**src/hdl/slam_pkg.sv**
```systemverilog
`default_nettype none

package slam_pkg;

  // q16.16 word
  localparam int DATA_W = 32;
  typedef logic signed [DATA_W-1:0] data_t;

  // defaults, the top level passes these down as parameters
  localparam int DIM_DEF        = 3;
  localparam int FRAC_BITS_DEF  = 16;
  localparam int CREDIT_MAX_DEF = 4;

  // entry index: P row-major first, then x, y, theta
  localparam int ENTRY_W = 4;

  // stage commands from the host
  typedef enum logic [1:0] {
    STG_IDLE    = 2'd0,
    STG_PREDICT = 2'd1,
    STG_READOUT = 2'd2
  } stage_cmd_e;

  // stage request, 3 bits
  typedef struct packed {
    logic       valid;
    stage_cmd_e cmd;
  } stage_req_t;

  // host write into the bank, 37 bits
  typedef struct packed {
    logic               valid;
    logic [ENTRY_W-1:0] idx;
    data_t              data;
  } entry_wr_t;

  // readout word on S, 33 bits
  typedef struct packed {
    logic  valid;
    data_t data;
  } stream_t;

  // state out to the nonlinear unit, 97 bits
  typedef struct packed {
    logic  init;
    data_t xk;
    data_t yk;
    data_t xita;
  } nl_req_t;

  // results back from the nonlinear unit, 97 bits
  typedef struct packed {
    logic  done;
    data_t result_1;
    data_t result_2;
    data_t result_3;
  } nl_rsp_t;

endpackage

`default_nettype wire

```
**src/hdl/stage_ctrl.sv**
```systemverilog
`timescale 1ns/1ps
`default_nettype none

module stage_ctrl #(
  parameter int DIM        = slam_pkg::DIM_DEF,
  parameter int CREDIT_MAX = slam_pkg::CREDIT_MAX_DEF
) (
  input  wire                               clk,
  input  wire                               sys_rst,
  input  slam_pkg::stage_req_t              i_stage_req,
  output logic                              o_stage_rdy,
  output logic                              o_nl_init,
  input  wire                               i_nl_done,
  output logic                              o_arr_start,
  input  wire                               i_arr_done,
  output logic                              o_blk_we,
  output logic                              o_state_we,
  output logic                              o_host_en,
  output logic [slam_pkg::ENTRY_W-1:0]      o_rd_idx,
  input  slam_pkg::data_t                   i_rd_data,
  input  wire                               i_s_credit,
  output slam_pkg::stream_t                 o_s
);

  import slam_pkg::*;

  // theta is the last entry after P, x and y
  localparam int LAST_IDX = DIM*DIM + 2;
  localparam int CRED_W   = $clog2(CREDIT_MAX + 1);

  typedef enum logic [2:0] {
    ST_IDLE    = 3'd0,
    ST_NL_WAIT = 3'd1,
    ST_ARRAY   = 3'd2,
    ST_COMMIT  = 3'd3,
    ST_STREAM  = 3'd4
  } state_e;

  state_e              state_q;
  state_e              state_d;
  logic                accept;
  logic                send;
  logic                last_word;
  logic [ENTRY_W-1:0]  idx_q;
  logic [CRED_W-1:0]   credit_q;

  // ready and host writes only in idle
  assign o_stage_rdy = (state_q == ST_IDLE);
  assign o_host_en   = (state_q == ST_IDLE);
  assign accept      = i_stage_req.valid && o_stage_rdy;

  // one word per cycle while credits remain
  assign send      = (state_q == ST_STREAM) && (credit_q != '0);
  assign last_word = send && (idx_q == ENTRY_W'(LAST_IDX));

  // bank writes ride on the array strobe and the commit state
  assign o_blk_we   = (state_q == ST_ARRAY) && i_arr_done;
  assign o_state_we = (state_q == ST_COMMIT);

  assign o_rd_idx   = idx_q;
  assign o_s.valid  = send;
  assign o_s.data   = i_rd_data;

  always_comb begin
    state_d = state_q;
    case (state_q)
      ST_IDLE: begin
        if (accept) begin
          if (i_stage_req.cmd == STG_PREDICT) begin
            state_d = ST_NL_WAIT;
          end else if (i_stage_req.cmd == STG_READOUT) begin
            state_d = ST_STREAM;
          end
        end
      end
      // nonlinear latency is open-ended
      ST_NL_WAIT: begin
        if (i_nl_done) begin
          state_d = ST_ARRAY;
        end
      end
      ST_ARRAY: begin
        if (i_arr_done) begin
          state_d = ST_COMMIT;
        end
      end
      ST_COMMIT: begin
        state_d = ST_IDLE;
      end
      ST_STREAM: begin
        if (last_word) begin
          state_d = ST_IDLE;
        end
      end
      default: begin
        state_d = ST_IDLE;
      end
    endcase
  end

  always_ff @(posedge clk) begin
    if (sys_rst) begin
      state_q     <= ST_IDLE;
      o_nl_init   <= 1'b0;
      o_arr_start <= 1'b0;
      idx_q       <= '0;
      credit_q    <= CRED_W'(CREDIT_MAX);
    end else begin
      state_q     <= state_d;
      // init one cycle after a predict is taken
      o_nl_init   <= accept && (i_stage_req.cmd == STG_PREDICT);
      // array starts the cycle after capture
      o_arr_start <= (state_q == ST_NL_WAIT) && i_nl_done;

      if (accept) begin
        idx_q <= '0;
      end else if (send) begin
        idx_q <= idx_q + 1'b1;
      end

      // credit return and spend in the same cycle cancel out
      case ({send, i_s_credit})
        2'b10:   credit_q <= credit_q - 1'b1;
        2'b01:   credit_q <= credit_q + 1'b1;
        default: credit_q <= credit_q;
      endcase
    end
  end

  // the receiver never returns more credits than it was given
  a_credit_max: assert property (@(posedge clk) disable iff (sys_rst)
    credit_q <= CRED_W'(CREDIT_MAX));

  // a request offered while busy stays pending until idle takes it
  a_req_wait: assert property (@(posedge clk) disable iff (sys_rst)
    (i_stage_req.valid && !o_stage_rdy) |=>
      (i_stage_req.valid && $stable(i_stage_req.cmd)));

endmodule

`default_nettype wire

```
**config.mk**
```make
export PLATFORM = sky130hd
export DESIGN_NAME = stage_ctrl
export DESIGN_NICKNAME = d
export VERILOG_FILES = /design/src/hdl/slam_pkg.sv /design/src/hdl/stage_ctrl.sv
export SDC_FILE = /design/constraint.sdc
export NUM_CORES = 1
export LEC_CHECK = 0
export BUFFER_PORTS_ARGS = -buffer_cell sky130_fd_sc_hd__buf_2
export CAP_MARGIN = 10
export CORE_ASPECT_RATIO = 1.2
export CORE_MARGIN = 2
export CORE_UTILIZATION = 36
export DETAILED_ROUTE_END_ITERATION = 6
export GPL_ROUTABILITY_DRIVEN = 0
export MAX_ROUTING_LAYER = met4
export PLACE_DENSITY_LB_ADDON = 0.15
export REMOVE_ABC_BUFFERS = 1
export SLEW_MARGIN = 20
export SYNTH_ARGS = -nofsm -noshare
export SYNTH_HDL_FRONTEND = slang
export SYNTH_SLANG_ARGS = --single-unit
export TNS_END_PERCENT = 20
```
**constraint.sdc**
```tcl
create_clock -name clk -period 3.3 [get_ports clk]
set_clock_uncertainty 0.1 [all_clocks]
set_input_delay 0.66 -clock clk [delete_from_list [all_inputs] [get_ports clk]]
set_output_delay 0.66 -clock clk [all_outputs]
set_load 0.02 [all_outputs]
```
==> results_dict.tcl <==
set metrics [dict create \
    internal_power_uw 249.2 \
    drv_cap 0 \
    relSlewSlack 0.5211 \
    outcome "finished, final reports clean" \
    clk_latency_ps 280 \
    worst-path-buf-inv 1 \
    grt_util_all_layers 0.1986 \
    crit_slowest_cell "or3b_2" \
    grt_pass1_wl_mm 3.788 \
    whs_path_depth 2 \
    rsz0062_at_grt "false" \
    vias_per_cell 5.449 \
    grt_start_max_net_pins 12 \
    synthArstFlopShare 0 \
    holdBufCountCts 0 \
    arrival_ps 2480 \
    synth_top_area_share 0.2845 \
    drive_gt1_frac 0.3333 \
    peakVddDrop_uv 262.7 \
    area_delta_synth_final_pct -13.11 \
    path_delay_family "simple AND/OR/NAND/NOR gates" \
    cts_sinks 12 \
    ys_seq_area_frac 0.2678 \
    clockRootBuffer "clkbuf_4" \
    yosys_warnings 0 \
    initial_core_util 0.3851 \
    cp-end-kind "register" \
    h-tree-depth 1 \
    vias 643 \
    critPathRequiredTime_ps 3360 \
    pin_count 83 \
    drc_errors 0 \
    drt-pass1-iter-count 4 \
    holdWs_ps 402.2 \
    report.final.slew_viol_count 0 \
    cp_max_fo 4 \
    chipHeight_um 58.69 \
    tritoncts "yes" \
    clkPwrFrac 0.349 \
    clock_path_buffers 2 \
    r2r_cells 8 \
    report.power.total_uw 352.3 \
    synth.ff_latch_count 12 \
    min_to "o_rd_idx[3]" \
    sw_frac_of_total 0.2926 \
    yosys.area.top_type "buf_4" \
    dpl.hpwl_mm 2.298 \
    syn_inst 104 \
    hold_viol 0 \
    drt-initial-drc-count 7 \
    clk_pin_slew_ps 90 \
    worst_pin_slew_ps 712.8 \
    coreArea_um2 2330 \
    cts_setup_buffers 0 \
    synth_cell_type_count 34 \
    setup_tns_ps 0 \
    grt_pass1_vias 602 \
    fin_crit_sh 0.7331 \
    overflow 0 \
    regToRegSetupSlack_ps 880 \
    hold_class "reg -> reg" \
    syn_area_um2 897.1 \
    diodes 0 \
    finish.utilization 0.3346 \
    synthTopCellsByArea "buf_4, dfxtp_1, a21oi_1" \
    seqPwrFrac 0.471 \
    fmax_ghz 0.4133 \
    critPathLaunchType "register" \
    io_buffers 18 \
    pwr-share-comb 0.179 \
    p_switching_uw 103.1 \
    crit_cells 8 \
    antenna_found_initial 0 \
    die_area_um2 2909 \
    die_w_um 49.57 \
    r2r_start "credit_q[1]" \
    reg2reg_to "credit_q[2]" \
    preCtsSetupSlack_ps 874.2 \
    min-delay-start "o_rd_idx[3]" \
    leakagePower_uw 0.0003239 \
    critPathKind "reg -> reg" \
    syn_avg_cell_area_um2 8.626 \
    fin_crit_ps 2419 \
    final_antenna_net_count 0 \
    power_density_nw_per_um2 452.0 \
    rows 19 \
    path_cells "or3_1 > nand2_1 > ha_1 > inv_1 > fa_1 > xor2_1 > o21ai_0 > or3b_2" \
    nets 131 \
    synth_edf_count 0 \
    setup_ws_ps 880.7 \
    setup_viol 0 \
    cts_resized 0 \
    wl_mm 2.679 \
    cp_slowest_stage_delay_ps 450 \
    cts_buffers 3 \
    synthFlopType "dfxtp_1" \
    wl_per_cell_um 22.70 \
]
## routing by layer
layer / GRT usage / up-vias / part of all wire
met1: 0.2072 / 302 / 0.38
li1: - / 295 / -
met4: 0.05952 / 0 / 0.0060
met3: 0.2183 / 2 / 0.23
met2: 0.2400 / 44 / 0.38
met5: - / - / 0
## cells by family after synthesis
| group | share of synthesized area |
|---|---|
| AOI/OAI and AO/OA | 0.09762 |
| xor gates and xnor gates | 0.01953 |
| adders and majority gates | 0.05021 |
| buffers and inverters | 0.3277 |
| DFF | 0.2678 |
| muxes | 0.02371 |
| and+or+nand+nor | 0.2134 |
## cell type report
cell class / count / area, um2
timing repair buffer: 18 / 90.09
tap: 31 / 38.79
clock buffer: 4 / 36.28
multi-input combinational: 50 / 362.8
inverter: 3 / 11.26
fill: 271 / 1550
sequential: 12 / 240.2
## tightest hold or removal path, delay by kind of cell, from the launching register on
kind,cells,cell delay [ps]
DFF,1,340
AOI/OAI and AO/OA,2,130
## worst max path at each step
stage	from	to
after global placement	credit_q[1]	credit_q[2]
after CTS	credit_q[1]	credit_q[2]
after floorplan	credit_q[1]	credit_q[2]
final	credit_q[1]	credit_q[2]
after detailed placement	credit_q[1]	credit_q[2]
after global routing	state_q[2]	credit_q[2]
## power groups by stage
stage | clock, uW | sequential (uW) | combinational, uW
floorplan | 0 | 168 | 43.0
global route | 137 | 168 | 71.3
global placement | 0 | 169 | 62.0
detailed placement | 0 | 170 | 63.6
CTS | 125 | 166 | 64.0
finish | 123 | 166 | 63.1
## synthesized netlist by cell type (2+ instances only)
cell and instances:
nand3_1 2, nor4b_1 2, dfxtp_1 12, inv_1 3, or4_1 2, ha_1 2, or3b_2 2, clkbuf_1 3
nand3b_1 2, nor2_1 3, nand2_1 3, nor3_1 4, buf_4 34, a21oi_1 5, xor2_1 2, o21ai_0 3
o31ai_1 3
## layout by cell type (no fill, tap or decap)
cell and n:
a2111oi_0 1, a21o_1 1, a21o_2 1, a21oi_1 5, and3b_2 1, and4bb_2 1, buf_2 18, clkbuf_4 3
clkbuf_8 1, dfxtp_1 12, fa_1 1, ha_1 2, inv_1 3, mux2_2 1, mux2i_1 1, nand2_1 3
nand3_1 2, nand3b_1 2, nand4b_1 1, nor2_1 3, nor2b_1 1, nor3_1 4, nor3b_1 1, nor4_1 1
nor4b_1 2, o21ai_0 3, o31ai_1 3, or3_1 1, or3_2 1, or3b_1 1, or3b_2 2, or4_1 2
xor2_1 2
## stage by stage
step | std cells | area, um2
3_3_place_gp | 114 | 743.2
5_1_grt | 118 | 779.5
3_5_place_dp | 114 | 743.2
6_report | 118 | 779.5
2_1_floorplan | 65 | 614.3
4_1_cts | 118 | 779.5
## state kept, by name (all words and copies together), names as in the netlist
signal       cells
o_rd_idx         4
o_arr_start      1
credit_q         3
o_nl_init        1
state_q          3
(Power assumes the default switching activity.)
