<file path="src/hdl/slam_pkg.sv">
`default_nettype none

package slam_pkg;

  // q16.16 word
  localparam int DATA_W = 32;
  typedef logic signed [DATA_W-1:0] data_t;

  // defaults, the top level passes these down as parameters
  localparam int DIM_DEF        = 3;
  localparam int FRAC_BITS_DEF  = 16;
  localparam int CREDIT_MAX_DEF = 4;

  // entry index: P row-major first, then x, y, theta
  localparam int ENTRY_W = 4;

  // stage commands from the host
  typedef enum logic [1:0] {
    STG_IDLE    = 2'd0,
    STG_PREDICT = 2'd1,
    STG_READOUT = 2'd2
  } stage_cmd_e;

  // stage request, 3 bits
  typedef struct packed {
    logic       valid;
    stage_cmd_e cmd;
  } stage_req_t;

  // host write into the bank, 37 bits
  typedef struct packed {
    logic               valid;
    logic [ENTRY_W-1:0] idx;
    data_t              data;
  } entry_wr_t;

  // readout word on S, 33 bits
  typedef struct packed {
    logic  valid;
    data_t data;
  } stream_t;

  // state out to the nonlinear unit, 97 bits
  typedef struct packed {
    logic  init;
    data_t xk;
    data_t yk;
    data_t xita;
  } nl_req_t;

  // results back from the nonlinear unit, 97 bits
  typedef struct packed {
    logic  done;
    data_t result_1;
    data_t result_2;
    data_t result_3;
  } nl_rsp_t;

endpackage

`default_nettype wire

</file>
<file path="src/hdl/predict_capture.sv">
`timescale 1ns/1ps
`default_nettype none

module predict_capture #(
  parameter int DIM = slam_pkg::DIM_DEF
) (
  input  wire               clk,
  input  wire               sys_rst,
  input  slam_pkg::nl_rsp_t i_nl_rsp,
  input  slam_pkg::data_t   i_state     [3],
  output slam_pkg::data_t   o_state_new [3],
  output slam_pkg::data_t   o_a_col     [DIM]
);

  import slam_pkg::*;

  // state order is x, y, theta
  always_ff @(posedge clk) begin
    if (sys_rst) begin
      for (int s = 0; s < 3; s++) begin
        o_state_new[s] <= '0;
      end
      for (int k = 0; k < DIM; k++) begin
        o_a_col[k] <= '0;
      end
    end else if (i_nl_rsp.done) begin
      // motion increments from the nonlinear unit
      o_state_new[0] <= i_state[0] + i_nl_rsp.result_2;
      o_state_new[1] <= i_state[1] + i_nl_rsp.result_3;
      o_state_new[2] <= i_state[2] + i_nl_rsp.result_1;
      // jacobian column against theta
      for (int k = 0; k < DIM; k++) begin
        if (k == 0) begin
          o_a_col[k] <= -i_nl_rsp.result_3;
        end else if (k == 1) begin
          o_a_col[k] <= i_nl_rsp.result_2;
        end else begin
          // a zero entry leaves that row of P unchanged
          o_a_col[k] <= '0;
        end
      end
    end
  end

endmodule

`default_nettype wire

</file>
<file path="config.mk">
export PLATFORM = sky130hd
export DESIGN_NAME = predict_capture
export DESIGN_NICKNAME = d
export VERILOG_FILES = /design/src/hdl/slam_pkg.sv /design/src/hdl/predict_capture.sv
export SDC_FILE = /design/constraint.sdc
export NUM_CORES = 1
export LEC_CHECK = 0
export BUFFER_PORTS_ARGS = -buffer_cell sky130_fd_sc_hd__buf_2
export CORE_ASPECT_RATIO = 0.9
export CORE_MARGIN = 5
export CORE_UTILIZATION = 56
export CTS_BUF_LIST = sky130_fd_sc_hd__clkbuf_2
export CTS_CLUSTER_SIZE = 40
export DETAILED_ROUTE_END_ITERATION = 10
export GPL_TIMING_DRIVEN = 0
export HOLD_SLACK_MARGIN = 0.15
export PLACE_DENSITY = 0.88
export SLEW_MARGIN = 20
export SYNTH_ARGS = -nofsm -noshare
export SYNTH_HDL_FRONTEND = slang
export SYNTH_SLANG_ARGS = --single-unit
</file>
<file path="constraint.sdc">
create_clock -name clk -period 5.2 [get_ports clk]
set_input_delay 0.52 -clock clk [delete_from_list [all_inputs] [get_ports clk]]
set_output_delay 0.52 -clock clk [all_outputs]
set_load 0.005 [all_outputs]
</file>
==> results of run 1 <==
## synthesized netlist by cell type, drive strengths merged, types with 3 or more instances
cell type / n
o21ai: 83
a311oi: 4
o31ai: 8
xor2: 43
nand3b: 3
nor2: 171
and3: 15
nor3: 29
nand2b: 11
clkbuf: 50
nand3: 29
mux2i: 89
nor4: 8
ha: 94
a211oi: 23
a31oi: 14
o2111ai: 3
nand2: 103
o21a: 5
a22o: 3
a21o: 36
and2: 9
fa: 3
o211a: 3
o211ai: 9
o21bai: 12
xnor2: 55
inv: 18
nor2b: 6
or4: 7
or3: 6
a211o: 3
a41oi: 6
a21oi: 96
nand4: 11
dfxtp: 160
and4: 4
a221o: 3
buf: 41
a21boi: 8
o22ai: 4
## cells by family (layout without fill, tap and decap cells)
group | after synthesis | in the layout
AO/OA/AOI/OAI | 341 | 341
XOR/XNOR | 98 | 98
buffers and inverters | 110 | 570
flip-flops | 160 | 160
adder cells (fa/ha/maj) | 97 | 97
multiplexers | 89 | 89
AND/OR/NAND/NOR | 417 | 417
other | 1 | 38
## per-layer routing
layer / up-vias / wire [µm]
li1: 5624 / -
met4: 0 / 1680
met1: 5534 / 14900
met3: 106 / 3980
met5: - / 0
met2: 674 / 19200
## state kept, by name, indices dropped and copies added, names as in the netlist
register and cells:
o_a_col 64, o_state_new 96
## tightest hold or removal path, cell delays in order
cell and delay [ns]:
buf_2 0.11, fa_1 0.18, mux2i_1 0.08, nor2_1 0.08
## power breakdown
part	leakage [nW]	switching (mW)	internal, mW	total, mW
clock	0.109	0.494	0.120	0.614
combinational	5.50	0.670	0.533	1.20
sequential	1.32	0.0631	1.34	1.41
## stage by stage
| step | util (%) | setup WS (ns) |
|---|---|---|
| 2_1_floorplan | - | 2.22 |
| 3_3_place_gp | 68.3 | 1.61 |
| 3_5_place_dp | 68.3 | 1.55 |
| 4_1_cts | 73.2 | 1.86 |
| 5_1_grt | 73.2 | 1.55 |
| 6_report | 73.2 | 1.68 |
## layout by cell type (no fill, tap or decap), types with 5 or more instances in the layout
cell,synthesis,final
a211oi_1,22,22
a21boi_0,7,7
a21o_1,36,36
a21oi_1,96,96
a31oi_1,14,14
a41oi_1,6,6
and2_1,9,9
and3_1,14,14
buf_2,2,356
buf_4,35,35
clkbuf_1,50,50
clkbuf_2,0,17
conb_1,1,32
dfxtp_1,160,160
diode_2,0,6
dlygate4sd3_1,0,74
ha_1,94,94
inv_1,18,18
mux2i_1,89,89
nand2_1,103,103
nand2b_1,11,11
nand3_1,28,28
nand4_1,11,11
nor2_1,171,171
nor2b_1,6,6
nor3_1,27,27
nor4_1,6,6
o211ai_1,9,9
o21a_1,5,5
o21ai_0,74,74
o21ai_1,9,9
o21bai_1,12,12
o31ai_1,6,6
or3_1,5,5
or4_1,5,5
xnor2_1,55,55
xor2_1,43,43
## area by class of cell
class,count,area [µm²],share of cell area [%]
multi-input combinational,1074,7230,51.6
buffer,92,503,3.59
clock inverter,15,96.3,0.687
timing repair buffer,428,2510,17.9
tap,250,313,2.23
antenna,6,15.0,0.107
sequential,160,3200,22.8
inverter,18,67.6,0.482
clock buffer,17,85.1,0.606
## worst max-delay path by stage
stage / start / end / depth (start not counted)
finish: i_nl_rsp[0] / o_state_new[60] / 13
global route: i_nl_rsp[0] / o_state_new[60] / 13
CTS: i_nl_rsp[0] / o_state_new[60] / 13
detailed placement: i_nl_rsp[0] / o_state_new[60] / 12
global placement: i_nl_rsp[0] / o_state_new[60] / 12
floorplan: i_nl_rsp[0] / o_state_new[60] / 11
==> results.yml, run 1 <==
status:
  status: "finished clean"
worst_hold_path:
  worstHoldEndpoint: "o_state_new[33]"
  min_from: "i_state[33]"
  hp-class: "in2reg"
  holdPathStages: 4
die:
  ios: 387
  rows: 48
  die_area_um2: 22300
  die_h_um: 142
  start_util_pct: 56.9
  design.core.area_um2: 19200
  die_w_um: 157
global_route:
  grt_max_degree: 17
  gr-usage-all-layers_pct: 33.6
  use_met2_pct: 59.3
  grt_overflow_total: 0
  antenna_found_initial: 4
  grt.met3_usage_pct: 8.67
  first_global_vias: 11567
  grt_first_pass_wirelength_um: 59500
  grt-busiest-layer: "met2"
  use_met1_pct: 38.7
worst_setup_path:
  r2r-end: "o_state_new[30]"
  crit_path_cell_trace: "dlygate4sd3_1 > buf_2 > ha_1 > fa_1 > a211oi_1 > o21bai_1 > o21ai_0 > a21boi_2 > a311oi_1 > nor2_1 > a31oi_1 > xor2_1 > o21ai_0"
  path_common_cell: "o21ai_0"
  r2r-start: "o_state_new[30]"
  crit_slowest_cell: "dlygate4sd3_1"
  crit_fanout: 5
  critPathLaunchType: "input port"
  cp_top_family: "compound AO/OA/AOI/OAI gates"
  max_stage_delay_ns: 0.55
  cp.arrival_ns: 4.20
  reg2regPathDepth: 3
  crit_path_end_kind: "flip-flop"
  path_class: "in2reg"
  cp_num_buf_inv: 2
  critPathRequiredTime_ns: 5.87
  r2r_slack_ns: 3.95
yosys:
  async_flop_share_pct: 0
  synth_edf_count: 0
  ys_seq_elements: 160
  synth_top_area_cell: "dfxtp_1"
  synthCells: 1313
  synth_top_family_by_area: "compound AO/OA/AOI/OAI gates"
  ys.flop_type: "dfxtp_1"
  seq_area_frac_synth_pct: 29.4
  synth.area.top_cells: "dfxtp_1 29%, ha_1 11%, mux2i_1 8.2%"
  synth-simple-area-share_pct: 17.9
  synth_adder_area_share_pct: 11.3
  synth_top_area_share_pct: 29.4
  postSynthAreaPerCell_um2: 8.30
  syn_area_um2: 10900
  yosys.area_share.xor_xnor_pct: 7.88
  synth_mux_area_share_pct: 8.18
  synth_compound_area_share_pct: 20.1
  ys_warn_count: 0
  yosys.cell_types.count: 75
sta:
  relSlewSlack_pct: 29.9
  timing.final.hold_violations: 0
  report.final.slew_viol_count: 0
  fin_hold_ws_ns: 0.200
  worst_clock_skew_ns: 0
  min_period_ns: 3.52
  fmax_ghz: 0.284
  post-route-period-util_pct: 67.7
  worst_slew_pin_slew_ns: 1.05
  setup_viol: 0
  tns_ns: 0
  rsz0062_at_grt: "no"
clocking:
  cts_resized: 0
  cts_root_buf: "clkbuf_2"
  cts_inserted_buffers: 17
  postCtsSetupRepairBufs: 0
  h-tree-depth: 4
  clk_pin_slew_worst_paths_ns: 0.24
  cts_tree: "yes"
  ctsHoldBuffers: 74
  numClockSinks: 160
  clk_latency_ns: 0.78
  clock_path_buffers: 2
cells_and_area:
  layout.cells.non_filler: 2060
  stdcell_area_um2: 14000
  layout.nets: 2083
  final_layout_size_suffix_gt1_share_pct: 24.4
  fill_cells: 1450
  area.growth.synth_to_final_pct: 28.8
detailed_routing:
  initialDrtViolationCount: 774
  drc: 0
  antenna_left: 0
  via_per_inst: 5.80
  firstDrtPassIters: 7
  vias: 11938
  wl_um: 39800
  post_drt_wl_per_cell_um: 19.3
placement:
  gp_congestion: 0.953
  io_buffers: 354
  dpl_cell_area_um2: 13100
  hpwl_um: 30000
  dp.cells: 1948
power:
  total_power_mw: 3.22
  p_leak_nw: 6.93
  peakVddDrop_v: 0.000189
  p_per_area_nw_per_um2: 230
run:
  max_cap_violations: 0
(Power assumes the default switching activity.)
==> inputs of run 2 (changes only) <==
--- a/config.mk
+++ b/config.mk
@@ -8,13 +8,13 @@
 export BUFFER_PORTS_ARGS = -buffer_cell sky130_fd_sc_hd__buf_2
 export CORE_ASPECT_RATIO = 0.9
 export CORE_MARGIN = 5
-export CORE_UTILIZATION = 56
+export CORE_UTILIZATION = 47
 export CTS_BUF_LIST = sky130_fd_sc_hd__clkbuf_2
 export CTS_CLUSTER_SIZE = 40
 export DETAILED_ROUTE_END_ITERATION = 10
 export GPL_TIMING_DRIVEN = 0
 export HOLD_SLACK_MARGIN = 0.15
-export PLACE_DENSITY = 0.88
+export PLACE_DENSITY = 0.79
 export SLEW_MARGIN = 20
 export SYNTH_ARGS = -nofsm -noshare
 export SYNTH_HDL_FRONTEND = slang
==> constraint.sdc (replaced) <==
create_clock -name clk -period 3 [get_ports clk]
set_input_delay 0.3 -clock clk [delete_from_list [all_inputs] [get_ports clk]]
set_output_delay 0.3 -clock clk [all_outputs]
set_load 0.005 [all_outputs]
==> results.yml, run 2 (synthesized netlist as in run 1, its figures left out) <==
cells_and_area:
  mostFrequentLayoutCell: "buf_2"
  mostFrequentLayoutCells: "356 x buf_2, 219 x dlygate4sd3_1, 170 x nor2_1"
  largest_register: "o_state_new"
  reg_top3: "o_state_new (96), o_a_col (64)"
  largest_reg_flops: 96
  layout.nets: 2232
  area.growth.synth_to_final_pct: 44.3
  final_layout_size_suffix_gt1_share_pct: 23.5
  stdcell_area_um2: 15700
detailed_routing:
  wl_um: 44400
  antenna_left: 0
  initialDrtViolationCount: 1151
  firstDrtPassIters: 5
  post_drt_wl_per_cell_um: 19.7
  via_per_inst: 5.62
  vias: 12659
  drc: 0
clocking:
  cts_inserted_buffers: 17
  clk_pin_slew_worst_paths_ns: 0.28
  clk_latency_ns: 0.75
  cts_root_buf: "clkbuf_2"
  h-tree-depth: 4
  cts_tree: "yes"
  numClockSinks: 160
  clock_path_buffers: 2
sta:
  fin_hold_ws_ns: 0.226
  fmax_ghz: 0.333
  setup_viol: 1
  timing.final.hold_violations: 0
  worst_clock_skew_ns: 0
  setup_slack_ns: -0.00103
  min_period_ns: 3.00
  post-route-period-util_pct: 100
  report.final.slew_viol_count: 0
  relSlewSlack_pct: 31.1
  worst_slew_pin_slew_ns: 1.03
power:
  p_per_area_nw_per_um2: 391
  p_leak_nw: 7.63
  peakVddDrop_v: 0.000285
die:
  design.core.area_um2: 22600
  die_h_um: 154
  ios: 387
  die_area_um2: 26300
  rows: 52
  die_w_um: 170
  start_util_pct: 48.1
worst_setup_path:
  r2r-start: "o_state_new[21]"
  cp.arrival_ns: 3.63
  r2r-end: "o_state_new[21]"
  reg2regPathDepth: 2
  max_stage_delay_ns: 0.73
  crit_path_cell_trace: "dlygate4sd3_1 > buf_2 > or4_2 > or3_4 > nor4_4 > nand2_1 > xor2_1 > dlygate4sd3_1 > mux2i_1 > nor2_1"
  critPathRequiredTime_ns: 3.63
  crit_path_end_kind: "flip-flop"
  path_class: "in2reg"
  crit_fanout: 5
  path_common_cell: "dlygate4sd3_1"
  crit_slowest_cell: "or4_2"
  cp_num_buf_inv: 3
  critPathLaunchType: "input port"
  cp_top_family: "simple AND/OR/NAND/NOR gates"
  r2r_slack_ns: 1.71
placement:
  hpwl_um: 30500
  dpl_cell_area_um2: 13200
  io_buffers: 354
  gp_congestion: 0.918
worst_hold_path:
  min_from: "i_state[26]"
  holdPathStages: 4
  worstHoldEndpoint: "o_state_new[26]"
  hp-class: "in2reg"
run:
  max_cap_violations: 0
status:
  status: "finished with violations"
  violations: "negative setup slack"
global_route:
  antenna_found_initial: 3
  gr-usage-all-layers_pct: 32.1
  first_global_vias: 12794
  grt_max_degree: 17
  grt_first_pass_wirelength_um: 68000
  grt_overflow_total: 0
## run 2: repair_timing
action / 4_1_cts / 5_1_grt
hold buffers: 220 / 0
resized for setup: 0 / 17
buffers inserted: 0 / 3
hold endpoints to repair: 142 / 0
endpoints found under the setup margin: 0 / 19
## run 2: cell type report
type	count	area, µm²
multi-input cells	1074	7300
fillers	1690	6930
repair buffers	577	4000
flip-flops and latches	160	3200
plain buffers	92	503
well taps	297	372
clock inverters	15	174
clock buffers	17	85.1
inverters	18	67.6
diodes	4	10.0
## run 2: stage by stage
stage	TNS [ns]	util, %	power (mW)	cells	setup slack (ns)
after floorplan	0	-	3.68	1344	0.239
after global placement	-2.26	58.1	4.38	1995	-0.396
after detailed placement	-2.54	58.1	4.42	1995	-0.396
after CTS	0	69.0	6.05	2247	0.00768
after global routing	-0.0237	69.4	6.48	2253	-0.0155
final	-0.00103	69.4	6.15	2254	-0.00103
## run 2: layer usage
metal  track usage [%]  routed length [µm]
met5                 0                   0
met2              55.5               21000
met3              8.24                4040
met1              38.0               17500
met4              12.8                1830
## run 2: power breakdown
group / switching (mW) / internal (mW)
clock network: 0.935 / 0.418
registers: 0.111 / 2.33
logic: 1.25 / 1.11
## run 2: worst max path at each step
stage	from	end	depth (start not counted)
final	i_nl_rsp[15]	o_a_col[94]	10
after global routing	i_nl_rsp[15]	o_a_col[94]	10
after CTS	i_nl_rsp[32]	o_state_new[94]	13
after detailed placement	i_nl_rsp[0]	o_state_new[60]	12
after global placement	i_nl_rsp[0]	o_state_new[60]	12
after floorplan	i_nl_rsp[0]	o_state_new[60]	11
## run 2: worst register-to-register path: stages (launching register included)
cell and delay, ns:
dfxtp_1 0.39, a221o_1 0.30, dlygate4sd3_1 0.55
