--- src/hdl/slam_pkg.sv ---
`default_nettype none

package slam_pkg;

  // q16.16 word
  localparam int DATA_W = 32;
  typedef logic signed [DATA_W-1:0] data_t;

  // defaults, the top level passes these down as parameters
  localparam int DIM_DEF        = 3;
  localparam int FRAC_BITS_DEF  = 16;
  localparam int CREDIT_MAX_DEF = 4;

  // entry index: P row-major first, then x, y, theta
  localparam int ENTRY_W = 4;

  // stage commands from the host
  typedef enum logic [1:0] {
    STG_IDLE    = 2'd0,
    STG_PREDICT = 2'd1,
    STG_READOUT = 2'd2
  } stage_cmd_e;

  // stage request, 3 bits
  typedef struct packed {
    logic       valid;
    stage_cmd_e cmd;
  } stage_req_t;

  // host write into the bank, 37 bits
  typedef struct packed {
    logic               valid;
    logic [ENTRY_W-1:0] idx;
    data_t              data;
  } entry_wr_t;

  // readout word on S, 33 bits
  typedef struct packed {
    logic  valid;
    data_t data;
  } stream_t;

  // state out to the nonlinear unit, 97 bits
  typedef struct packed {
    logic  init;
    data_t xk;
    data_t yk;
    data_t xita;
  } nl_req_t;

  // results back from the nonlinear unit, 97 bits
  typedef struct packed {
    logic  done;
    data_t result_1;
    data_t result_2;
    data_t result_3;
  } nl_rsp_t;

endpackage

`default_nettype wire

--- src/hdl/cov_bank.sv ---
`timescale 1ns/1ps
`default_nettype none

module cov_bank #(
  parameter int DIM = slam_pkg::DIM_DEF
) (
  input  wire                           clk,
  input  wire                           sys_rst,
  input  wire                           i_host_en,
  input  slam_pkg::entry_wr_t           i_wr,
  input  wire                           i_blk_we,
  input  slam_pkg::data_t               i_c_blk     [DIM][DIM],
  input  wire                           i_state_we,
  input  slam_pkg::data_t               i_state_new [3],
  input  wire [slam_pkg::ENTRY_W-1:0]   i_rd_idx,
  output slam_pkg::data_t               o_rd_data,
  output slam_pkg::data_t               o_p_blk     [DIM][DIM],
  output slam_pkg::data_t               o_b_row     [DIM],
  output slam_pkg::data_t               o_state     [3]
);

  import slam_pkg::*;

  localparam int NP = DIM * DIM;

  // covariance block and robot pose
  data_t p_q  [DIM][DIM];
  data_t st_q [3];

  always_ff @(posedge clk) begin
    if (sys_rst) begin
      for (int r = 0; r < DIM; r++) begin
        for (int c = 0; c < DIM; c++) begin
          p_q[r][c] <= '0;
        end
      end
      for (int s = 0; s < 3; s++) begin
        st_q[s] <= '0;
      end
    end else begin
      // whole block from the array on its done strobe
      if (i_blk_we) begin
        p_q <= i_c_blk;
      end
      // new pose one cycle later
      if (i_state_we) begin
        st_q <= i_state_new;
      end
      // host port, only open while the controller is idle
      if (i_host_en && i_wr.valid) begin
        for (int r = 0; r < DIM; r++) begin
          for (int c = 0; c < DIM; c++) begin
            if (i_wr.idx == ENTRY_W'(r*DIM + c)) begin
              p_q[r][c] <= i_wr.data;
            end
          end
        end
        for (int s = 0; s < 3; s++) begin
          if (i_wr.idx == ENTRY_W'(NP + s)) begin
            st_q[s] <= i_wr.data;
          end
        end
      end
    end
  end

  // combinational read by entry index
  always_comb begin
    o_rd_data = '0;
    for (int r = 0; r < DIM; r++) begin
      for (int c = 0; c < DIM; c++) begin
        if (i_rd_idx == ENTRY_W'(r*DIM + c)) begin
          o_rd_data = p_q[r][c];
        end
      end
    end
    for (int s = 0; s < 3; s++) begin
      if (i_rd_idx == ENTRY_W'(NP + s)) begin
        o_rd_data = st_q[s];
      end
    end
  end

  assign o_p_blk = p_q;
  // last row is the one F touches
  assign o_b_row = p_q[DIM-1];
  assign o_state = st_q;

  // host must not write while a stage is running
  a_host_idle: assert property (@(posedge clk) disable iff (sys_rst)
    i_wr.valid |-> i_host_en);

endmodule

`default_nettype wire

--- config.mk ---
export PLATFORM = sky130hd
export DESIGN_NAME = cov_bank
export DESIGN_NICKNAME = d
export VERILOG_FILES = /design/src/hdl/slam_pkg.sv /design/src/hdl/cov_bank.sv
export SDC_FILE = /design/constraint.sdc
export NUM_CORES = 1
export LEC_CHECK = 0
export BUFFER_PORTS_ARGS = -buffer_cell sky130_fd_sc_hd__clkbuf_2
export CAP_MARGIN = 40
export CORE_AREA = 5 5 361 363
export DETAILED_ROUTE_END_ITERATION = 8
export DIE_AREA = 0 0 366 368
export REMOVE_ABC_BUFFERS = 1
export SKIP_LAST_GASP = 1
export SLEW_MARGIN = 20
export SYNTH_ARGS = -nofsm -noshare
export SYNTH_HDL_FRONTEND = slang
export SYNTH_SLANG_ARGS = --single-unit
--- constraint.sdc ---
create_clock -name clk -period 1.7 [get_ports clk]
set_clock_uncertainty 0.05 [all_clocks]
set_input_delay 0.34 -clock clk [delete_from_list [all_inputs] [get_ports clk]]
set_output_delay 0.34 -clock clk [all_outputs]
set_load 0.1 [all_outputs]
==> impl_metrics.csv, run 1 <==
group,metric,value,unit
synth,yosys_most_used_dff,"dfxtp_1",
final_layout,nNetsFinal,4379,
sta,setup_ws,-0.906,ns
placed_design,dp_slack,-1.00,ns
setup_path,arrival,2.22,ns
sta,period_share,1.53,
power_and_ir_drop,total_power,38.5,mW
global_routing,grt_max_degree,48,
clock_network,clk_pin_slew_worst_paths,0.05,ns
placed_design,hpwl,127000,um
detailed_routing,viasPerCell,4.94,
synth,synth_xor_area_frac,0,
final_layout,fillers,11800,
synth,synth.area.top_cells,"dfxtp_1, mux2i_1, a211oi_1",
setup_path,reg2reg_setup_slack,0.07,ns
global_routing,grt_pass1_vias,28600,
clock_network,htreeDepth,2,
outcome,outcome,"complete, but fails checks",
floorplan,die_area,135000,sq um
clock_network,cts_tree,"yes",
floorplan,pin_count,942,
final_layout,syn_to_final_growth,125,%
sta,slew_headroom,0.623,
setup_path,slowest_stage,"nand3b_1",
setup_path,end_kind,"output port",
final_layout,drive_gt1_frac,0.551,
synth,syn_area_per_cell,9.16,sq um
power_and_ir_drop,p_leak,20.9,nW
sta,tightest_slew,0.565,ns
synth,synth_simple_gate_area_frac,0.101,
detailed_routing,drt_first_pass_iters,8,
detailed_routing,drcViolationCount,0,
synth,synth_common_cells,"mux2i_1, nor2_1, a211oi_1, dfxtp_1, clkbuf_1",
setup_path,path_class,"in -> out",
outcome,failed_checks,"setup timing",
global_routing,antenna_found_initial,38,
final_layout,regArea,8450,sq um
floorplan,fp.dieW,366,um
setup_path,crit_family,"buffers and inverters",
synth,synth_top_area_share,0.360,
synth,syn-cell-area,21400,sq um
sta,rsz0062_at_grt,"true",
global_routing,grt_pass1_wl,231000,um
sta,fmax,384,MHz
clock_network,cts_buffers,50,
detailed_routing,routed_wl,172000,um
clock_network,clockRootBuffer,"clkbuf_16",
synth,synth_edf_count,0,
clock_network,clockBufferDepth,3,
floorplan,start_util,0.169,
run,cap_violations,0,
sta,hold_viol_final,0,
sta,drv_slew,0,
final_layout,fin_cells,5672,
sta,fin_crit,2.61,ns
synth,syn_inst,2333,
synth,yosysTopAreaCell,"dfxtp_1",
floorplan,fp.coreArea,127000,sq um
floorplan,die_y,368,um
synth,synth_top_family_by_area,"multiplexers",
detailed_routing,ant_nets,0,
synth,yosysMostFrequentCell,"mux2i_1",
synth,async_reset_ff_frac,0,
final_layout,multi_input_area,12400,sq um
clock_network,cts_num_sinks,384,
sta,timing.hold.ws,0.0197,ns
setup_path,path_max_fanout,18,
global_routing,grt_use_total,0.240,
placed_design,portBuffers,941,
placed_design,dp_cells,5141,
synth,yosys_warnings,0,
power_and_ir_drop,powerDensity,801,nW/um^2
synth,synth.mux.area_fraction,0.242,
global_routing,overflow,0,
power_and_ir_drop,ir_drop,0.669,mV
setup_path,crit_chain,"buf_6, buf_4, buf_4, nand3b_1, o21ai_0, o21ai_0, o2bb2ai_4, buf_12",
synth,synthAdderAreaFrac,0,
floorplan,placementRows,131,
setup_path,worstPathRequired,1.31,ns
clock_network,clk-insertion-delay-late,0.63,ns
synth,ys_seq_elements,384,
synth,synth.distinct_cells,55,
sta,setup_violations,138,
setup_path,slowest_delay,0.28,ns
setup_path,worstSetupStartpointType,"primary input",
placed_design,gp_congestion,0.983,
detailed_routing,num_vias,28000,
detailed_routing,drtIter0Drc,2864,
synth,synth_seq_area_share,0.360,
detailed_routing,wl_per_cell,30.3,um
hold_path,worstHoldPathType,"in -> reg",
synth,synth_compound_area_frac,0.206,
setup_path,cp_num_buf_inv,4,
==> cell families after synthesis <==
group,count (synthesis)
flops,384
simple gates,519
compound gates,598
buf+inv,356
mux,476
==> registers in the layout, indices dropped and copies added (netlist names) <==
register  count
o_state      96
o_b_row      96
o_p_blk     192
==> layout make-up <==
cell class                      instances  area share
Antenna cell                           23     0.00120
Sequential cell                       384       0.176
Timing Repair Buffer                 1915       0.486
Clock inverter                         25     0.00687
Tap cell                             1662      0.0432
Inverter                                5    0.000468
Multi-Input combinational cell       1593       0.257
Clock buffer                           65      0.0287
==> through the flow <==
step / instance area [sq um] / utilization / setup TNS, ns
after floorplan: 19500 / - / -282.15
after global placement: 34200 / 0.270 / -30.82
after detailed placement: 34200 / 0.270 / -36.11
after CTS: 47300 / 0.373 / -36.24
after global routing: 48100 / 0.379 / -34.34
final: 48100 / 0.380 / -24.68
==> layer usage <==
metal | GRT usage | vias up | share of wire
met2 | 0.374 | 1967 | 0.44
met4 | 0.123 | 20 | 0.065
met1 | 0.304 | 13700 | 0.41
met3 | 0.0647 | 529 | 0.090
li1 | - | 11800 | -
met5 | 0 | - | 0.00064
==> repair_timing <==
action | in CTS | in global routing
gates resized for setup | 1910 | 183
hold endpoints to repair | 325 | 0
setup buffers | 59 | 142
cloned | 3 | 1
hold buffers | 333 | 0
pin swaps | 48 | 45
setup endpoints to repair | 511 | 327
==> power breakdown <==
group / internal [mW] / total, mW / switching (mW)
Combinational: 6.59 / 16.5 / 9.95
Sequential: 9.63 / 10.4 / 0.811
Clock: 6.78 / 11.5 / 4.76
Total: 23.0 / 38.5 / 15.5
==> worst paths after layout <==
| kind | to | start | depth (start not counted) |
|---|---|---|---|
| max | o_rd_data[17] | i_rd_idx[2] | 8 |
| min | o_b_row[66] | sys_rst | 2 |
| min reg2reg | o_state[51] | o_state[51] | 2 |
| max reg2reg | o_p_blk[98] | o_p_blk[98] | 6 |
==> layout by cell type, fill, tap and decap left out, drive strengths merged, types with 5 or more instances in the layout <==
master          n
mux2i         422
a221o          15
diode          23
mux4           31
nor2b          27
nand3           5
o21ai          50
a22oi          28
dlygate4sd3   333
clkinv         12
bufinv          7
o211ai         13
inv             7
o221ai         16
clkbuf        626
o2bb2ai        18
dfxtp         384
a21oi          38
buf          1020
nand2          40
or2             5
a211oi        390
mux2           23
nor2          421
a31oi           9
Note: power is estimated with default switching activity, not from simulation.
==> run 2, diff against run 1 <==
--- a/config.mk
+++ b/config.mk
@@ -5,14 +5,14 @@
 export SDC_FILE = /design/constraint.sdc
 export NUM_CORES = 1
 export LEC_CHECK = 0
+export ABC_AREA = 1
 export BUFFER_PORTS_ARGS = -buffer_cell sky130_fd_sc_hd__clkbuf_2
 export CAP_MARGIN = 40
-export CORE_AREA = 5 5 361 363
+export CORE_AREA = 2 2 363 365
 export DETAILED_ROUTE_END_ITERATION = 8
-export DIE_AREA = 0 0 366 368
+export DIE_AREA = 0 0 365 367
 export REMOVE_ABC_BUFFERS = 1
 export SKIP_LAST_GASP = 1
-export SLEW_MARGIN = 20
 export SYNTH_ARGS = -nofsm -noshare
 export SYNTH_HDL_FRONTEND = slang
 export SYNTH_SLANG_ARGS = --single-unit
==> run 2 against run 1 <==
  * The run still ends with setup timing left
  * Sequential share of layout area rose by 1.7 points
  * Power is 5.1% lower
  * Critical path type unchanged
  * Highest routed layer unchanged
  * Via count shrank 3.8%
  * Fmax increased by 2.9%
  * Hold slack better by 0.038 ns
  * Worst setup slack better by 0.074 ns
  * Die area shrank 0.54%
==> impl_metrics.csv, run 2 <==
group,metric,value,unit
outcome,outcome,"complete, but fails checks",
outcome,failed_checks,"setup timing",
final_layout,syn_to_final_growth,107,%
sta,setup_ws,-0.831,ns
placed_design,hpwl,116000,um
sta,period_share,1.49,
clock_network,clk-insertion-delay-late,0.62,ns
sta,slew_headroom,0.572,
placed_design,portBuffers,941,
global_routing,antenna_found_initial,39,
synth,yosysMostFrequentCell,"o21ai_0",
detailed_routing,viasPerCell,4.69,
setup_path,end_kind,"output port",
sta,setup_tns,-23.20,ns
detailed_routing,drtIter0Drc,2674,
power_and_ir_drop,total_power,36.6,mW
power_and_ir_drop,powerDensity,850,nW/um^2
sta,fmax,395,MHz
final_layout,utilization,0.330,
floorplan,placementRows,133,
global_routing,grt_use_total,0.223,
setup_path,path_class,"in -> out",
global_routing,overflow,0,
hold_path,hold_depth,5,
clock_network,clockRootBuffer,"clkbuf_16",
floorplan,die_area,134000,sq um
sta,hold_viol_final,0,
clock_network,clockBufferDepth,3,
synth,syn-cell-area,20800,sq um
run,cap_violations,0,
placed_design,gp_congestion,0.940,
detailed_routing,num_vias,26900,
placed_design,dp_cells,5555,
setup_path,worst-r2r-cell-count,5,
detailed_routing,wl_per_cell,27.6,um
synth,synth.mux.area_fraction,0.148,
synth,yosys_warnings,0,
placed_design,dp_slack,-1.13,ns
setup_path,worstPathRequired,1.31,ns
final_layout,largest_register_ffs,192,
synth,syn_area_per_cell,7.37,sq um
clock_network,clk_pin_slew_worst_paths,0.06,ns
global_routing,grt_pass1_wl,210000,um
detailed_routing,ant_nets,0,
synth,synth_simple_gate_area_frac,0.142,
final_layout,layout_commonest_cell,"o21ai_0",
synth,synth_seq_area_share,0.369,
synth,yosysTopAreaCell,"dfxtp_1",
synth,synth_edf_count,0,
final_layout,final_cell_mix,"o21ai_0, clkbuf_2, a21oi_1",
clock_network,htreeDepth,2,
clock_network,cts_tree,"yes",
synth,synth.distinct_cells,17,
floorplan,fp.coreArea,130000,sq um
clock_network,cts_num_sinks,384,
synth,synth_top_area_share,0.369,
synth,ys_seq_elements,384,
sta,setup_violations,63,
synth,synth_common_cells,"o21ai_0, a21oi_1, nand2_1, dfxtp_1, mux2_2",
synth,synth.area.top_cells,"dfxtp_1, mux2_2, o21ai_0",
sta,rsz0062_at_grt,"true",
floorplan,fp.dieW,365,um
final_layout,fin_cells,5741,
final_layout,fillers,13100,
global_routing,grt_max_degree,61,
setup_path,path_max_fanout,6,
synth,async_reset_ff_frac,0,
floorplan,pin_count,942,
synth,yosys_most_used_dff,"dfxtp_1",
clock_network,cts_buffers,51,
synth,synth_xor_area_frac,0,
synth,synthAdderAreaFrac,0,
detailed_routing,drt_first_pass_iters,7,
detailed_routing,drcViolationCount,0,
setup_path,arrival,2.14,ns
synth,synth_compound_area_frac,0.225,
global_routing,grt_pass1_vias,26400,
sta,fin_crit,2.53,ns
synth,syn_inst,2826,
final_layout,drive_gt1_frac,0.566,
sta,drv_slew,0,
setup_path,worstSetupStartpointType,"primary input",
floorplan,start_util,0.160,
power_and_ir_drop,ir_drop,0.687,mV
power_and_ir_drop,p_leak,18.3,nW
hold_path,worstHoldPathType,"in -> reg",
synth,synth_top_family_by_area,"compound AO/OA/AOI/OAI gates",
floorplan,die_y,367,um
sta,tightest_slew,0.641,ns
detailed_routing,routed_wl,158000,um
final_layout,nNetsFinal,4361,
run 2: cell count changes after synthesis, sizes merged, moves of 31 or more:
cell and change:
a211oi -390, a21oi +375, buf -69, clkbuf +63, inv +181, mux2 +250, mux2i -422, mux4 -31
nand2 +364, nand3 +144, nand4 +33, nor2 -306, o21ai +472
run 2: power by group:
group	switching [mW]	internal [mW]	total, mW
logic	9.16	5.29	14.5
registers	0.801	9.62	10.4
clock network	4.77	6.92	11.7
total	14.7	21.8	36.6
run 2: layout make-up:
cell class | instances | area [sq um] | share of cell area
clock buffer | 70 | 1470 | 0.0341
antenna | 18 | 45.0 | 0.00105
tap | 1755 | 2200 | 0.0511
clock inverter | 20 | 273 | 0.00634
timing repair buffer | 1397 | 18200 | 0.424
sequential | 384 | 8280 | 0.193
multi-input combinational | 1911 | 11800 | 0.274
inverter | 186 | 743 | 0.0173
run 2: repair_timing:
item                                    4_1_cts  5_1_grt
cloned                                       10        4
pin swaps                                   101      107
hold buffers                                 26        0
endpoints found under the hold margin        30        0
gates resized for setup                    1797      258
buffers inserted                             52       61
endpoints found under the setup margin      508      247
run 2: worst max-delay path, cell delays in order:
cell and delay [ns]:
clkbuf_16 0.11, nor2_4 0.04, buf_6 0.12, buf_12 0.12, buf_12 0.14, buf_12 0.12, buf_8 0.12, nand3_4 0.08
nand3_2 0.05, nor2_1 0.10, nand4_1 0.20, nand2_2 0.16, nand3_2 0.09, nand2_4 0.11, nand2_4 0.06, buf_12 0.16
run 2: metal layers:
layer	GRT usage	up-vias	routed length, um
met5	0	-	278
met1	0.285	13100	65000
met3	0.0578	374	15100
met4	0.0955	46	7020
li1	-	11800	-
met2	0.353	1632	71000
run 2: cells by family after synthesis:
kind of cell           count (synthesis)
AOI/OAI and AO/OA                    935
and+or+nand+nor                      703
buffers and inverters                531
DFF                                  384
muxes                                273
run 2: metrics by stage:
step / area (sq um) / hold slack (ns)
finish: 43000 / 0.0579
global route: 43000 / 0.0281
CTS: 42000 / 0.000195
detailed placement: 32000 / 0.602
global placement: 32000 / 0.589
floorplan: 19100 / 0.568
run 2: final timing paths:
check	startpoint	endpoint	slack (ns)
setup / recovery	i_rd_idx[2]	o_rd_data[13]	-0.83
hold / removal	i_state_new[48]	o_state[48]	0.06
setup reg to reg	o_b_row[62]	o_b_row[62]	0.35
hold reg to reg	o_state[91]	o_state[91]	0.63
